--- config.mk ---
export PLATFORM = sky130hd
export DESIGN_NAME = periph_top
export DESIGN_NICKNAME = d
export VERILOG_FILES = /design/src/logic/periph_pkg.sv /design/src/logic/periph_top.sv /design/src/logic/periph_fabric.sv /design/src/logic/periph_timer.sv /design/src/logic/periph_gpio.sv
export VERILOG_INCLUDE_DIRS = /design/src /design/src/logic
export SDC_FILE = /design/constraint.sdc
export NUM_CORES = 1
export LEC_CHECK = 0
export ABC_AREA = 1
export BUFFER_PORTS_ARGS = -buffer_cell sky130_fd_sc_hd__buf_2
export CAP_MARGIN = 15
export CORE_MARGIN = 1.5
export CORE_UTILIZATION = 50
export DETAILED_ROUTE_END_ITERATION = 16
export PLACE_DENSITY = 0.82
export SLEW_MARGIN = 25
export SYNTH_ARGS = -nofsm -noshare
export SYNTH_HDL_FRONTEND = slang
export SYNTH_HIERARCHICAL = 1
export SYNTH_SLANG_ARGS = --single-unit
--- constraint.sdc ---
create_clock -name tcb -period 3.2 [get_ports tcb]
set_clock_uncertainty 0.2 [all_clocks]
set_input_delay 0.64 -clock tcb [delete_from_list [all_inputs] [get_ports tcb]]
set_output_delay 0.64 -clock tcb [all_outputs]
set_load 0.01 [all_outputs]
--- src/logic/periph_cfg.svh ---
//////////////////////////////
// peripheral subsystem config
// bus widths, gpio sizing, address map
//////////////////////////////

`ifndef PERIPH_CFG_SVH
`define PERIPH_CFG_SVH

// bus widths
`define PERI_ADR_W 8
`define PERI_DAT_W 32

// gpio width, keep at or below data width
`define PERI_GPIO_W 16
// input synchronizer stages, 0 is bypass
`define PERI_CDC 2

// timer counter width
`define PERI_TMR_W 16

// address bits 5:4 select, 2 and 3 unmapped
`define PERI_SEL_GPIO 2'd0
`define PERI_SEL_TMR 2'd1

`endif
--- src/logic/periph_pkg.sv ---
//////////////////////////////
// peripheral bus types
// request/response structs and enums
//////////////////////////////

`include "periph_cfg.svh"

package periph_pkg;

  //////////////////////////////
  // bus encodings
  //////////////////////////////

  // request opcode
  typedef enum logic {
    OP_READ  = 1'b0,
    OP_WRITE = 1'b1
  } tcb_op_e;

  // response status
  typedef enum logic {
    STS_OK     = 1'b0,
    STS_DECERR = 1'b1
  } tcb_sts_e;

  // request payload
  typedef struct packed {
    tcb_op_e                op;
    logic [`PERI_ADR_W-1:0] adr;
    logic [`PERI_DAT_W-1:0] wdt;
  } tcb_req_t;

  // response payload
  typedef struct packed {
    logic [`PERI_DAT_W-1:0] rdt;
    tcb_sts_e               sts;
  } tcb_rsp_t;

  //////////////////////////////
  // timer modes
  //////////////////////////////

  typedef enum logic [1:0] {
    TMR_STOP    = 2'd0,
    TMR_RUN     = 2'd1,
    TMR_ONESHOT = 2'd2
  } tmr_mode_e;

endpackage

--- src/logic/periph_top.sv ---
//////////////////////////////
// peripheral subsystem top
// fabric with gpio and timer
//////////////////////////////

`include "periph_cfg.svh"

module periph_top
  import periph_pkg::*;
(
  input  logic                    tcb,
  input  logic                    rst_n,
  // requester port
  input  logic                    req_vld,
  input  tcb_req_t                req,
  output logic                    req_rdy,
  output logic                    rsp_vld,
  output tcb_rsp_t                rsp,
  // gpio pins
  input  logic [`PERI_GPIO_W-1:0] gpio_i,
  output logic [`PERI_GPIO_W-1:0] gpio_o,
  output logic [`PERI_GPIO_W-1:0] gpio_e,
  // timer interrupt
  output logic                    irq
);

  // per peripheral request valids
  logic     gpio_vld;
  logic     tmr_vld;
  // per peripheral responses
  logic     gpio_rsp_vld;
  tcb_rsp_t gpio_rsp;
  logic     tmr_rsp_vld;
  tcb_rsp_t tmr_rsp;

  periph_fabric u_fabric (
    .tcb          (tcb),
    .rst_n        (rst_n),
    .req_vld      (req_vld),
    .req          (req),
    .req_rdy      (req_rdy),
    .rsp_vld      (rsp_vld),
    .rsp          (rsp),
    .gpio_vld     (gpio_vld),
    .gpio_rsp_vld (gpio_rsp_vld),
    .gpio_rsp     (gpio_rsp),
    .tmr_vld      (tmr_vld),
    .tmr_rsp_vld  (tmr_rsp_vld),
    .tmr_rsp      (tmr_rsp)
  );

  periph_gpio #(
    .GW  (`PERI_GPIO_W),
    .CDC (`PERI_CDC)
  ) u_gpio (
    .tcb     (tcb),
    .rst_n   (rst_n),
    .vld     (gpio_vld),
    .req     (req),
    .rsp_vld (gpio_rsp_vld),
    .rsp     (gpio_rsp),
    .gpio_i  (gpio_i),
    .gpio_o  (gpio_o),
    .gpio_e  (gpio_e)
  );

  periph_timer u_timer (
    .tcb     (tcb),
    .rst_n   (rst_n),
    .vld     (tmr_vld),
    .req     (req),
    .rsp_vld (tmr_rsp_vld),
    .rsp     (tmr_rsp),
    .irq     (irq)
  );

endmodule

--- src/logic/periph_fabric.sv ---
//////////////////////////////
// bus fabric
// address decode and response merge
//////////////////////////////

`include "periph_cfg.svh"

module periph_fabric
  import periph_pkg::*;
(
  input  logic     tcb,
  input  logic     rst_n,
  // requester side
  input  logic     req_vld,
  input  tcb_req_t req,
  output logic     req_rdy,
  output logic     rsp_vld,
  output tcb_rsp_t rsp,
  // gpio side
  output logic     gpio_vld,
  input  logic     gpio_rsp_vld,
  input  tcb_rsp_t gpio_rsp,
  // timer side
  output logic     tmr_vld,
  input  logic     tmr_rsp_vld,
  input  tcb_rsp_t tmr_rsp
);

  // peripheral select field
  logic [1:0] sel;
  // accepted transfer
  logic       trn;
  // unmapped transfer this cycle
  logic       err;
  // registered decode error slot
  logic       err_vld;
  tcb_rsp_t   err_rsp;

  //////////////////////////////
  // request decode
  //////////////////////////////

  // peripherals never stall
  assign req_rdy = 1'b1;
  assign trn     = req_vld && req_rdy;
  assign sel     = req.adr[5:4];

  assign gpio_vld = trn && (sel == `PERI_SEL_GPIO);
  assign tmr_vld  = trn && (sel == `PERI_SEL_TMR);
  assign err      = trn && !gpio_vld && !tmr_vld;

  //////////////////////////////
  // decode error response
  //////////////////////////////

  // same one cycle slot as peripherals
  always_ff @(posedge tcb or negedge rst_n) begin
    if (!rst_n) begin
      err_vld <= 1'b0;
    end else begin
      err_vld <= err;
    end
  end

  // fixed payload
  assign err_rsp.rdt = '0;
  assign err_rsp.sts = STS_DECERR;

  //////////////////////////////
  // response merge
  //////////////////////////////

  // at most one source valid per cycle
  assign rsp_vld = gpio_rsp_vld || tmr_rsp_vld || err_vld;

  always_comb begin
    if (gpio_rsp_vld) begin
      rsp = gpio_rsp;
    end else if (tmr_rsp_vld) begin
      rsp = tmr_rsp;
    end else if (err_vld) begin
      rsp = err_rsp;
    end else begin
      // idle bus
      rsp = '0;
    end
  end

endmodule

--- src/logic/periph_timer.sv ---
//////////////////////////////
// compare timer
// free run or oneshot, sticky match irq
//////////////////////////////

`include "periph_cfg.svh"

module periph_timer
  import periph_pkg::*;
(
  input  logic     tcb,
  input  logic     rst_n,
  // bus side
  input  logic     vld,
  input  tcb_req_t req,
  output logic     rsp_vld,
  output tcb_rsp_t rsp,
  // interrupt
  output logic     irq
);

  // register offsets as word index
  localparam logic [1:0] REG_MODE = 2'd0;
  localparam logic [1:0] REG_CNT  = 2'd1;
  localparam logic [1:0] REG_CMP  = 2'd2;
  localparam logic [1:0] REG_STS  = 2'd3;

  tmr_mode_e              mode;
  logic [`PERI_TMR_W-1:0] cnt;
  logic [`PERI_TMR_W-1:0] cmp;
  // sticky match flag
  logic                   flag;
  logic                   run;
  logic                   hit;
  logic                   wr;
  logic [`PERI_DAT_W-1:0] rd_dat;

  //////////////////////////////
  // counter control
  //////////////////////////////

  assign run = (mode != TMR_STOP);
  // match only counts while running
  assign hit = run && (cnt == cmp);
  assign wr  = vld && (req.op == OP_WRITE);

  always_ff @(posedge tcb or negedge rst_n) begin
    if (!rst_n) begin
      mode <= TMR_STOP;
      cnt  <= '0;
      cmp  <= '0;
      flag <= 1'b0;
    end else begin
      // counting
      if (hit) begin
        if (mode == TMR_RUN) begin
          cnt <= '0;
        end else begin
          // oneshot ends, count holds at compare
          mode <= TMR_STOP;
        end
      end else if (run) begin
        cnt <= cnt + 1'b1;
      end
      // clear by write of 1, a new match wins
      if (wr && (req.adr[3:2] == REG_STS) && req.wdt[0]) begin
        flag <= 1'b0;
      end
      if (hit) begin
        flag <= 1'b1;
      end
      // bus writes override the counter logic
      if (wr) begin
        case (req.adr[3:2])
          REG_MODE: begin
            case (req.wdt[1:0])
              TMR_RUN:     mode <= TMR_RUN;
              TMR_ONESHOT: mode <= TMR_ONESHOT;
              // stop and the unused code
              default:     mode <= TMR_STOP;
            endcase
          end
          REG_CNT: cnt <= req.wdt[`PERI_TMR_W-1:0];
          REG_CMP: cmp <= req.wdt[`PERI_TMR_W-1:0];
          // status handled above
          default: ;
        endcase
      end
    end
  end

  // irq follows flag one cycle later
  always_ff @(posedge tcb or negedge rst_n) begin
    if (!rst_n) begin
      irq <= 1'b0;
    end else begin
      irq <= flag;
    end
  end

  //////////////////////////////
  // read path
  //////////////////////////////

  always_comb begin
    rd_dat = '0;
    case (req.adr[3:2])
      REG_MODE: rd_dat[1:0] = mode;
      REG_CNT:  rd_dat[`PERI_TMR_W-1:0] = cnt;
      REG_CMP:  rd_dat[`PERI_TMR_W-1:0] = cmp;
      REG_STS:  rd_dat[0] = flag;
      default:  rd_dat = '0;
    endcase
  end

  always_ff @(posedge tcb or negedge rst_n) begin
    if (!rst_n) begin
      rsp_vld <= 1'b0;
    end else begin
      rsp_vld <= vld;
    end
  end

  // values seen before the accepting edge
  always_ff @(posedge tcb) begin
    if (vld) begin
      rsp.rdt <= (req.op == OP_READ) ? rd_dat : '0;
      rsp.sts <= STS_OK;
    end
  end

endmodule

--- src/logic/periph_gpio.sv ---
//////////////////////////////
// gpio controller
// output/enable regs, synchronized inputs
//////////////////////////////

`include "periph_cfg.svh"

module periph_gpio
  import periph_pkg::*;
#(
  // number of gpio pins
  parameter int unsigned GW  = `PERI_GPIO_W,
  // synchronizer depth, 0 bypasses
  parameter int unsigned CDC = `PERI_CDC
) (
  input  logic           tcb,
  input  logic           rst_n,
  // bus side
  input  logic           vld,
  input  tcb_req_t       req,
  output logic           rsp_vld,
  output tcb_rsp_t       rsp,
  // pins
  input  logic [GW-1:0]  gpio_i,
  output logic [GW-1:0]  gpio_o,
  output logic [GW-1:0]  gpio_e
);

  // register offsets, word index from adr[3:2]
  localparam logic [1:0] REG_OUT = 2'd0;
  localparam logic [1:0] REG_ENA = 2'd1;
  localparam logic [1:0] REG_INP = 2'd2;

  // synchronized input value
  logic [GW-1:0]          gpio_r;
  // read mux output
  logic [`PERI_DAT_W-1:0] rd_dat;
  logic                   wr;

  //////////////////////////////
  // input synchronizer
  //////////////////////////////

  if (CDC > 0) begin : gen_cdc
    // shift chain, last stage feeds register
    logic [CDC-1:0][GW-1:0] sync;

    always_ff @(posedge tcb or negedge rst_n) begin
      if (!rst_n) begin
        sync <= '0;
      end else begin
        sync[0] <= gpio_i;
        for (int i = 1; i < CDC; i++) begin
          sync[i] <= sync[i-1];
        end
      end
    end

    assign gpio_r = sync[CDC-1];
  end else begin : gen_bypass
    // pins already synchronous
    assign gpio_r = gpio_i;
  end

  //////////////////////////////
  // register writes
  //////////////////////////////

  assign wr = vld && (req.op == OP_WRITE);

  always_ff @(posedge tcb or negedge rst_n) begin
    if (!rst_n) begin
      gpio_o <= '0;
      gpio_e <= '0;
    end else if (wr) begin
      case (req.adr[3:2])
        REG_OUT: gpio_o <= req.wdt[GW-1:0];
        REG_ENA: gpio_e <= req.wdt[GW-1:0];
        // input reg read only, 0xC ignored
        default: ;
      endcase
    end
  end

  //////////////////////////////
  // read path
  //////////////////////////////

  // zero extended to bus width
  always_comb begin
    rd_dat = '0;
    case (req.adr[3:2])
      REG_OUT: rd_dat[GW-1:0] = gpio_o;
      REG_ENA: rd_dat[GW-1:0] = gpio_e;
      REG_INP: rd_dat[GW-1:0] = gpio_r;
      default: rd_dat = '0;
    endcase
  end

  // one cycle response slot
  always_ff @(posedge tcb or negedge rst_n) begin
    if (!rst_n) begin
      rsp_vld <= 1'b0;
    end else begin
      rsp_vld <= vld;
    end
  end

  // payload sampled with old register values
  always_ff @(posedge tcb) begin
    if (vld) begin
      rsp.rdt <= (req.op == OP_READ) ? rd_dat : '0;
      rsp.sts <= STS_OK;
    end
  end

endmodule

After elaboration in Yosys (flattened, before gate mapping)
Cells that the tools add are included.
{"block": "word_totals", "reg_bits": 167, "wordCells": 64}
{"block": "classes", "n_eq_ne": 8, "n_mux": 19, "reduce_logical": 20, "addsub": 1}
{"operator": "2-to-1 mux 16 bit", "count": 5}
{"operator": "2-to-1 mux 33 bit", "count": 2}
{"operator": "case mux 16 bit (3 select lines)", "count": 1}
{"operator": "case mux 14 bit (2 select lines)", "count": 1}
{"operator": "adder 16 x 1 -> 16 bit (second input constant)", "count": 1}
{"operator": "equality test 16 bit", "count": 1}
{"operator": "logical AND 1 bit", "count": 9}
{"operator": "equality test 2 x 1 -> 1 bit (second input constant)", "count": 4}
{"operator": "2-to-1 mux 2 bit", "count": 4}
{"operator": "equality test 2 bit (second input constant)", "count": 3}
{"operator": "AND reduction 2 bit", "count": 3}
{"operator": "logical NOT 2 bit", "count": 2}
{"operator": "case mux 1 bit (4 select lines)", "count": 1}
{"operator": "case mux 2 bit (2 select lines)", "count": 1}
{"operator": "nonzero test 2 bit", "count": 2}
{"operator": "2-to-1 mux 1 bit", "count": 3}
{"operator": "case mux 1 bit (3 select lines)", "count": 1}
{"operator": "logical NOT 1 bit", "count": 2}
{"operator": "logical OR 1 bit", "count": 2}

Logic depth before layout (Yosys ltp)
Gate-level depths: netlist of the first run.
{"block": "depth", "depth_word": 7, "mapped_depth": 13, "mapped_depth_nobuf": 13}

Hierarchy
Netlist of the first run, hierarchy kept.
{"mod": "periph_timer", "n_inst": 1, "cells_per_inst": 476, "seq_area_each_um2": 1406.3, "area_each_um2": 3419.5}
{"mod": "periph_gpio", "n_inst": 1, "cells_per_inst": 295, "seq_area_each_um2": 2107.0, "area_each_um2": 3238.1}
{"mod": "periph_fabric", "n_inst": 1, "cells_per_inst": 125, "seq_area_each_um2": 25.0, "area_each_um2": 674.4}

Worst setup path before layout of the first run
OpenSTA, ideal clock, no wires.
{"block": "synth_path", "kind": "input to register", "start": "input port req[36] (netlist bit)", "end": "register u_timer.cnt[0]", "setup_slack_ns": -0.083, "setup_ns": 0.122, "cell_stages": 8, "arrival_time_ns": 2.961, "path_buffers": 1, "cell_sequence": "inv_1 > nor3_1 > nand2_1 > nor2_2 > clkinv_1 > buf_4 > nand3_1 > o21ai_1"}
{"block": "synth_via", "elab_chain_cells": 4}
{"element": "start: declaration", "line": "periph_top.sv:15", "rtl": "input tcb_req_t req,"}
{"element": "equality test 2 x 1 -> 1 bit (no line)"}
{"element": "logical AND 1 bit", "line": "periph_fabric.sv:49", "rtl": "assign tmr_vld = trn && (sel == `PERI_SEL_TMR);"}
{"element": "named net tmr_vld", "line": "periph_top.sv:29", "rtl": "logic tmr_vld;"}
{"element": "logical AND 1 bit", "line": "periph_timer.sv:45", "rtl": "assign wr = vld && (req.op == OP_WRITE);"}
{"element": "2-to-1 mux 16 bit", "line": "periph_timer.sv:73", "rtl": "if (wr) begin"}
{"element": "end signal: assignment", "line": "periph_timer.sv:63", "rtl": "cnt <= cnt + 1'b1;"}
{"element": "end signal: assignment", "line": "periph_timer.sv:83", "rtl": "REG_CNT: cnt <= req.wdt[`PERI_TMR_W-1:0];"}
{"element": "end: declaration", "line": "periph_timer.sv:29", "rtl": "logic [`PERI_TMR_W-1:0] cnt;"}
The timed path passes the listed nets, and every way through them passes these cells.
A chain may end at the register's enable or synchronous reset.

==> summary.md, run 1 <==
| Metric | Value |
|---|---|
| WP data required | approximately 2.4 ns |
| DP HPWL | 12200 um |
| Pins Over Slew Limit | 0 |
| Count of endpoints failing setup in the final report | 0 |
| Synth Register Bits | 135 |
| RSZ-0062 raised after global routing | false |
| Number of global-route vias before repair | ~5700 |
| Failing checks | hold timing |
| CTS Buffer Depth | 2 |
| CTS tree | built |
| N_diodes | 0 |
| Max Cap Viol | 0 |
| Top-level I/O count | between 100 and 150 |
| # Post-CTS Setup Buffers | 0 |
| CP startpoint kind | flip-flop |
| Crit end category | primary output |
| TritonRoute pass-1 iters | 5 |
| Rel. slew slack | between 30% and 40% |
| Vias per std cell | 5.20 |
| Total power | between 5000 and 6000 uW |
| Global routing's busiest layer | met2 |
| Synth unique cells | 37 |
| Peak supply drop | 0.404 mV |
| PnR worst setup slack | roughly 0.48 ns |
| Avg Inst Size Synth | 8.18 um2 |
| Power Density | 671 mW/mm2 |
| Hold buffers post-CTS | 0 |
| Status | finished, violations left |
| Reg area | 0.00354 mm2 |
| DRT antenna net count | 0 |
| Core ar. | 0.0144 mm2 |
| Hold Slack | -0.00126 ns |
| CP Data Arrival Time | 1.88 ns |
| Setup WS pre-CTS | 0.711 ns |
| Post-Layout Cell Count | 1169 |
| Mapped Cells | about 900 |
| Slowest cell on the critical path | dfrtp_1 |
| Area leader, netlist | dfrtp_1 |
| Die height | between 100 and 150 um |
| Input/output buffers | 90 |
| Starting DRT DRC Count | 580 |
| CTS resizes | 0 |
| CTS H-tree lvls | 4 |
| Layout Nets | 1039 |
| Ys Warns | 6 |
| Setup TNS | 0 ns |
| # DRC | 0 |
| Worst path cell trace | buf_4 > nor2_1 > nand2_1 > nand3_1 > buf_2 |
| Top cells by area, synth | dfrtp_1 35%, nand2_1 15%, edfxtp_1 13%, nand3_1 6.8%, inv_1 5.5% |
| Clock buffer count from CTS | 17 |
| GRT Residual Overflow | 0 |
| Syn Std Cell Area | 0.00733 mm2 |
| Initial antenna violation count | 0 |
| Routed wire length per instance | 15.0 um |
| WL final | 17600 um |
| Fmax achieved | 368 MHz |
| Die width | 124 um |
| CTS Sinks | 135 |
| Met3 Usage GRT | 4.30% |
| Reg clk slew, reported paths | ~0.060 ns |
| Multi-input combinational cell area | 0.00287 mm2 |
| Leakage power | 0.00443 uW |
| GR Util met1 | 31.7% |
| Rows | between 40 and 50 |
| Final Wtd Congestion | roughly 0.89 |
| Class of the worst hold path | in -> async |
| Critical path type | reg -> out |
| Skew-Pair Late Insertion Delay | 0.42 ns |
| Final Hold Fails | 1 |
| Largest net degree at the start of global routing | 60 |
| Share of layout cells above drive strength 1 | 19.1% |
| Synth top area share | 35.2% |
| Via count | slightly above 6000 |
| CP peak stage delay | 0.76 ns |
| Initial Util | 50.8% |
| Overall Global Routing Usage | between 20% and 30% |
| DP Cell Count | 1137 |
| Die area | about 0.015 mm2 |
| Tcrit/Tclk final | 84.9% |
| Sequential area share after synthesis | just under 50% |
| Met2 Use GR | 38.7% |
| First-pass GRT wire length | between 20000 and 30000 um |
| Root buffer cell | clkbuf_16 |
| Min cycle time layout | 2.72 ns |
| Max Fanout on Critical Path | 19 |
| Fillers | 1259 |
| Layout Area Growth over Synthesis | 12.9% |
| Worst-Margin Slew | 0.911 ns |
[kinds of logic (layout without fill, tap and decap cells)]
| logic type | Yosys count | after routing | synth area share (%) |
|---|---|---|---|
| flip-flops | 135 | 135 | 48.3 |
| other | 3 | 35 | 0.154 |
| AND/OR/NAND/NOR | 474 | 474 | 29.1 |
| XOR/XNOR | 7 | 7 | 0.836 |
| buffers and inverters | 197 | 254 | 14.4 |
| adder cells (fa/ha/maj) | 7 | 7 | 1.19 |
| AO/OA/AOI/OAI | 73 | 73 | 6.02 |
[per-layer routing]
metal / part of all wire (%) / vias to the layer above / wire length [um]
met5: 0 / - / 0
met4: 2.4 / 0 / 426
met3: 8.0 / 33 / 1400
met2: 47 / 282 / 8330
met1: 42 / 2847 / 7410
li1: - / 2912 / -
[stage by stage]
| stage | hold WS, ns | area, um2 | util [%] |
|---|---|---|---|
| after CTS | 0.0107 | 8280 | 57.4 |
| after global routing | 0.0410 | 8280 | 57.4 |
| final | -0.00126 | 8280 | 57.4 |
| after global placement | 0.132 | 7660 | 53.1 |
| after floorplan | 0.131 | 7460 | - |
| after detailed placement | 0.135 | 7660 | 53.1 |
[power by group]
part / internal (uW) / switching, uW / leakage (uW)
combinational: 439 / 750 / 0.00257
clock: 1280 / 754 / 0.000309
sequential: 2020 / 314 / 0.00155
total: 3740 / 1820 / 0.00443
[cells in the final DEF, fill, tap and decap left out, drive strengths merged]
| cell type | instances |
|---|---|
| nand2 | 304 |
| inv | 124 |
| nand3 | 111 |
| dfrtp | 103 |
| buf | 103 |
| o21ai | 52 |
| conb | 35 |
| nor2 | 33 |
| edfxtp | 32 |
| clkbuf | 19 |
| nand4 | 19 |
| a21oi | 16 |
| xor2 | 7 |
| ha | 7 |
| nor3 | 7 |
| clkinv | 5 |
| bufinv | 3 |
| o31ai | 2 |
| o221ai | 1 |
| o22ai | 1 |
| o221a | 1 |
[layout make-up]
class                      count  area share [%]
clock buffer                  19            5.49
multi-input combinational    596            34.7
tap                          184            2.78
timing repair buffer         103            6.80
inverter                     119            5.52
sequential                   135            42.8
clock inverter                13            2.00
[state kept, by name, summed over array words and instances (netlist names)]
register and cells:
u_gpio/gpio_o 16, u_timer/irq 1, u_gpio/gpio_r 16, u_timer/mode 2
u_gpio/gpio_e 16, u_gpio/rsp 16, u_gpio/rsp_vld 1, u_timer/rsp_vld 1
u_timer/cnt 16, u_timer/cmp 16, u_fabric/err_vld 1, u_timer/rsp 16
u_timer/flag 1, u_gpio/gen_cdc.sync 16
[path summary, 6_finish.rpt]
check / start / endpoint / cells past startpoint / slack (ns)
hold reg to reg: u_gpio/gen_cdc.sync[1] / u_gpio/gpio_r[1] / 0 / 0.15
setup reg to reg: u_timer/mode[1] / u_timer/cnt[12] / 11 / 0.83
setup / recovery: u_gpio/rsp_vld / rsp[0] / 5 / 0.48
min in group tcb: gpio_i[3] / u_gpio/gen_cdc.sync[3] / 1 / 0.12
max in group asynchronous: rst_n / u_gpio/gpio_r[10] / 2 / 2.09
hold / removal: rst_n / u_timer/cmp[2] / 1 / -0.001
[worst max-delay path, delay by kind of cell, from the launching register on]
family                 cells  cell delay, ns
and+or+nand+nor            3            0.23
buffers and inverters      2            0.47
DFF                        1            0.76
[cells in the mapped netlist, drive strengths merged]
library cell    n
nand2         304
inv           118
nand3         111
dfrtp         103
buf            70
o21ai          52
nor2           33
edfxtp         32
nand4          19
a21oi          16
clkbuf          8
ha              7
nor3            7
xor2            7
conb            3
o31ai           2
clkinv          1
o221a           1
o221ai          1
o22ai           1
No activity file was read; power rests on OpenSTA's default activity.
==> run 2, diff against run 1 <==
PLACE_DENSITY = 0.85   (was 0.82)
clock period = 2.4 ns   (was 3.2 ns; I/O delays follow)
==> run 2 against run 1 <==
- the run now ends clean
- non-clock buffer count grew 26
- sequential share of layout area decreased by 1.2 points
- register-to-register slack worse by 0.52 ns
- global-route usage rose by 1.3 points
- die area did not move
- largest cell class unchanged
==> summary.md, run 2 (synthesis results as in run 1) <==
| Metric | Value |
|---|---|
| CP Data Arrival Time | 1.55 ns (-0.33 ns) |
| Reg clk slew, reported paths | 0.06 ns (about the same) |
| Fillers | 1176 (-6.6%) |
| Core ar. | 0.0144 mm2 (unchanged) |
| Vias per std cell | 5.37 (+3.3%) |
| Overall Global Routing Usage | 25.3% (+1.3 points) |
| Slowest cell on the critical path | dfrtp_2 |
| CP top delay family | flip-flops |
| Power Density | 869 mW/mm2 (+30%) |
| Via count | 6413 (+5.6%) |
| Worst path cell trace | inv_8 > nand3_1 > nand2_1 > buf_2 |
| Pins Over Slew Limit | 0 (unchanged) |
| Skew-Pair Late Insertion Delay | 0.43 ns (about the same) |
| Largest net degree at the start of global routing | 104 (+73%) |
| Die height | 124 um (unchanged) |
| WL final | 19100 um (+8.9%) |
| Status | finished clean |
| Rel. slew slack | 61.8% (+23 points) |
| Fmax achieved | 449 MHz |
| PnR worst setup slack | 0.174 ns (-0.309 ns) |
| DP HPWL | 12700 um (+3.4%) |
| Final Hold Fails | 0 (-1) |
| Share of layout cells above drive strength 1 | 19.7% (+0.60 points) |
| Starting DRT DRC Count | 675 (+16%) |
| CP peak stage delay | 0.50 ns (-0.26 ns) |
| RSZ-0062 raised after global routing | false |
| Input/output buffers | 90 (unchanged) |
| First-pass GRT wire length | 29400 um (+5.4%) |
| CTS H-tree lvls | 4 (unchanged) |
| DRT antenna net count | 0 (unchanged) |
| TritonRoute pass-1 iters | 6 (+1) |
| WP data required | 1.72 ns (-0.64 ns) |
| Tcrit/Tclk final | 92.7% |
| Peak supply drop | 0.675 mV (+67%) |
| CTS Buffer Depth | 2 (unchanged) |
| Rows | 44 (unchanged) |
| # DRC | 0 (unchanged) |
| Setup WS pre-CTS | 0.181 ns (-0.530 ns) |
| Critical path type | reg -> out |
| Die area | 0.0154 mm2 (unchanged) |
| Most common cell after layout, fill and taps aside | nand2_1 |
| Count of endpoints failing setup in the final report | 0 (unchanged) |
| CP startpoint kind | flip-flop |
| Initial antenna violation count | 0 (unchanged) |
| Clock buffer count from CTS | 17 (unchanged) |
| Root buffer cell | clkbuf_16 |
| Top-level I/O count | 128 (unchanged) |
| CTS Sinks | 135 (unchanged) |
| Routed wire length per instance | 16.0 um (+6.5%) |
| Layout Area Growth over Synthesis | 16.1% |
| Worst-Margin Slew | 0.568 ns (-0.343 ns) |
| N_diodes | 0 (unchanged) |
| Crit path buf inv count | 2 (unchanged) |
| Crit end category | primary output |
| Number of global-route vias before repair | 5943 (+4.1%) |
| Final Wtd Congestion | 0.944 (+5.6%) |
| Layout Nets | 1065 (+2.5%) |
| Max Cap Viol | 0 (unchanged) |
| Die width | 124 um (unchanged) |
| Min cycle time layout | 2.23 ns |
| Leakage power | 0.00454 uW (+2.4%) |
| Initial Util | 50.8% (unchanged) |
| Setup TNS | 0 ns (unchanged) |
| GRT Residual Overflow | 0 (unchanged) |
| Commonest cells after routing, fill and taps aside | 302 x nand2_1, 108 x inv_1, 102 x dfrtp_1, 99 x nand3_1, 89 x buf_2 |
| Class of the worst hold path | in -> reg |
| CTS tree | built |
| Max Fanout on Critical Path | 33 (+14) |
==> run 2: final cells by class <==
class	count	area, um2	area share, %
Clock inverter	11	110	1.29
Multi-Input combinational cell	596	2870	33.7
Tap cell	184	230	2.70
Inverter	119	457	5.36
Timing Repair Buffer	129	813	9.55
Sequential cell	135	3540	41.6
Clock buffer	21	492	5.77
==> run 2: worst paths after layout <==
path                            depth (start not counted)                    from          endpoint  slack [ns]
worst max register to register                         12          u_timer/cnt[1]   u_timer/cnt[12]        0.31
max in group asynchronous                               3                   rst_n    u_gpio/rsp_vld        1.07
worst min register to register                          0  u_gpio/gen_cdc.sync[4]  u_gpio/gpio_r[4]        0.15
worst max-delay path                                    4          u_gpio/rsp_vld           rsp[14]        0.17
min in group asynchronous                               3                   rst_n    u_timer/cnt[2]        0.45
worst min-delay path                                    2                  req[1]   u_timer/mode[0]        0.06
==> run 2: metrics by stage <==
| step | std cells | area [um2] | total power (uW) | util (%) | hold slack [ns] |
|---|---|---|---|---|---|
| 2_1_floorplan | 928 | 7470 | 4270 | - | -0.0156 |
| 3_3_place_gp | 1146 | 7740 | 4640 | 53.7 | 0.132 |
| 3_5_place_dp | 1146 | 7740 | 4730 | 53.7 | 0.136 |
| 4_1_cts | 1195 | 8510 | 7370 | 59.0 | 0.0529 |
| 5_1_grt | 1195 | 8520 | 7780 | 59.0 | 0.0613 |
| 6_report | 1195 | 8520 | 7400 | 59.0 | 0.0624 |
==> run 2: timing repair <==
action,4_1_cts,5_1_grt
hold buffers,17,0
setup buffers,0,0
endpoints found under the setup margin,0,3
endpoints found under the hold margin,119,0
gates resized for setup,0,1
==> run 2: power by group <==
part	internal, uW	total [uW]	switching (uW)
combinational	621	1720	1090
clock	1580	2610	1030
sequential	2690	3080	389
total	4900	7400	2510
==> run 2: routing by layer <==
layer	track usage, %	routed length (um)
met2	40.6	8940
met3	6.00	1940
met4	12.5	663
met1	32.2	7570
met5	0	0
==> run 3, diff against run 2 <==
BUFFER_PORTS_ARGS = unset   (was -buffer_cell sky130_fd_sc_hd__buf_2)
DONT_BUFFER_PORTS = 1   (was unset)
GPL_TIMING_DRIVEN = 0   (was unset)
PLACE_DENSITY = 0.78   (was 0.85)
==> run 3 against run 2 <==
- the run now ends with hold timing left
- utilization down 0.087 points
- final area down 0.15%
- hold slack worse by 0.50 ns
- final cell count down 2.4%
- non-clock buffer count down 29
- critical path type is now in -> reg
- wire length down 1.4%
- highest routed layer unchanged
- register-to-register slack worse by 0.06 ns
- via count down 4.8%
- largest cell class unchanged
- maximum frequency up 2.6%
- combinational power down 8%
- die area unchanged
- sequential share of layout area about the same
==> summary.md, run 3 (synthesis results as in run 1) <==
| Metric | Value |
|---|---|
| Setup WS pre-CTS | -0.535 ns (-0.717 ns) |
| WP data required | 2.49 ns (+0.77 ns) |
| Skew-Pair Late Insertion Delay | 0.41 ns (-0.02 ns) |
| Number of global-route vias before repair | 5636 (-5.2%) |
| # DRC | 0 (unchanged) |
| Post-Layout Cell Count | 1166 (-2.4%) |
| DRT antenna net count | 0 (unchanged) |
| Rows | 44 (unchanged) |
| Class of the worst hold path | in -> async |
| Status | finished, violations left |
| Pins Over Slew Limit | 0 (unchanged) |
| PnR worst setup slack | 0.230 ns (+0.0560 ns) |
| Initial antenna violation count | 0 (unchanged) |
| CTS Buffer Depth | 2 (unchanged) |
| RSZ-0062 raised after global routing | false |
| Via count | 6102 (-4.8%) |
| Die width | 124 um (unchanged) |
| DP HPWL | 13500 um (+6.4%) |
| CP Data Arrival Time | 2.26 ns (+0.71 ns) |
| Largest net degree at the start of global routing | 104 (unchanged) |
| Hold Slack | -0.441 ns (-0.503 ns) |
| Tcrit/Tclk final | 90.4% (-2.3 points) |
| Routed wire length per instance | 16.2 um (+1.0%) |
| Crit end category | flip-flop |
| GRT Residual Overflow | 0 (unchanged) |
| TritonRoute pass-1 iters | 7 (+1) |
| Failing checks | hold timing |
| Input/output buffers | 0 (-100%) |
| Max Fanout on Critical Path | 13 (-61%) |
| Min cycle time layout | 2.17 ns (-0.0560 ns) |
| Fin util | 59.0% (-0.087 points) |
| Overall Global Routing Usage | 25.1% (-0.24 points) |
| Root buffer cell | clkbuf_16 |
| First-pass GRT wire length | 28600 um (-2.6%) |
| Reg clk slew, reported paths | 0.06 ns (about the same) |
| Final Hold Fails | 103 (+103) |
| Setup TNS | 0 ns (unchanged) |
| Core ar. | 0.0144 mm2 (unchanged) |
| Die height | 124 um (unchanged) |
| Hold buffers post-CTS | 20 (+3) |
| Vias per std cell | 5.23 (-2.5%) |
| Die area | 0.0154 mm2 (unchanged) |
| Reg2reg path depth | 12 (unchanged) |
| Rel. slew slack | 56.6% (-5.2 points) |
| CTS Sinks | 135 (unchanged) |
| CTS tree | built |
| Layout Nets | 1036 (-2.7%) |
| Worst-Margin Slew | 0.651 ns (+0.0821 ns) |
| Initial Util | 50.8% (unchanged) |
| DP Cell Count | 1113 (-2.9%) |
| N_diodes | 0 (unchanged) |
| Starting DRT DRC Count | 432 (-36%) |
| WL final | 18800 um (-1.4%) |
| Count of endpoints failing setup in the final report | 0 (unchanged) |
| Max Cap Viol | 0 (unchanged) |
| Commonest cells after routing, fill and taps aside | 302 x nand2_1, 108 x inv_1, 103 x dfrtp_1, 99 x nand3_1, 52 x buf_4 |
| Fmax achieved | 461 MHz (+2.6%) |
| CTS H-tree lvls | 4 (unchanged) |
| Critical path type | in -> reg |
| Most common cell after layout, fill and taps aside | nand2_1 |
| Power Density | 847 mW/mm2 (-2.6%) |
| Leakage power | 0.00442 uW (-2.5%) |
| CP startpoint kind | primary input |
| Layout Area Growth over Synthesis | 16.0% |
| Peak supply drop | 0.499 mV (-26%) |
| Top-level I/O count | 128 (unchanged) |
| Final Wtd Congestion | 0.895 (-5.2%) |
| Clock buffer count from CTS | 17 (unchanged) |
| Share of layout cells above drive strength 1 | 16.0% (-3.7 points) |
-- run 3: critical path, cell delays in order --
cell,delay (ns)
dlygate4sd3_1,0.58
nor3_4,0.36
buf_6,0.25
nand4_4,0.14
buf_2,0.23
nand2_1,0.10
o21ai_0,0.10
-- run 3: metal layers --
layer | GRT usage [%] | up-vias | share of wire, %
met5 | 0 | - | 0
met2 | 40.7 | 316 | 47
met1 | 31.0 | 2833 | 39
met3 | 7.74 | 47 | 11
li1 | - | 2906 | -
met4 | 10.9 | 0 | 3.5
-- run 3: repair_timing --
item                       in CTS  in global routing
setup endpoints to repair      10                  0
hold endpoints to repair      122                103
buffers inserted                1                  0
gates resized for setup         0                  0
-- run 3: layout make-up --
type,count,area [um2]
plain buffers,78,599
clock buffers,21,470
clock inverters,11,109
fillers,1217,5920
inverters,119,457
multi-input cells,596,2880
flip-flops and latches,135,3540
well taps,184,230
repair buffers,22,219
-- run 3: worst paths after layout --
kind	startpoint	end	slack, ns
min	rst_n	u_timer/cnt[2]	-0.44
max	req[36]	u_gpio/gpio_e[9]	0.23
max in group asynchronous	rst_n	u_gpio/gpio_o[5]	2.28
min in group tcb	req[15]	u_timer/cnt[15]	0.02
max reg2reg	u_timer/cnt[1]	u_timer/cnt[12]	0.25
min reg2reg	u_gpio/gen_cdc.sync[4]	u_gpio/gpio_r[4]	0.15
-- run 3: stage by stage --
step	total power [uW]	instance area (um2)
floorplan	4270	7470
global placement	4570	7700
detailed placement	4630	7720
CTS	7190	8500
global route	7610	8500
finish	7200	8500
-- run 3: report_power, final --
| part | switching (uW) | internal [uW] | total (uW) | leakage, uW |
|---|---|---|---|---|
| Sequential | 397 | 2690 | 3090 | 0.00155 |
| Combinational | 977 | 606 | 1580 | 0.00258 |
| Clock | 1000 | 1530 | 2530 | 0.000292 |
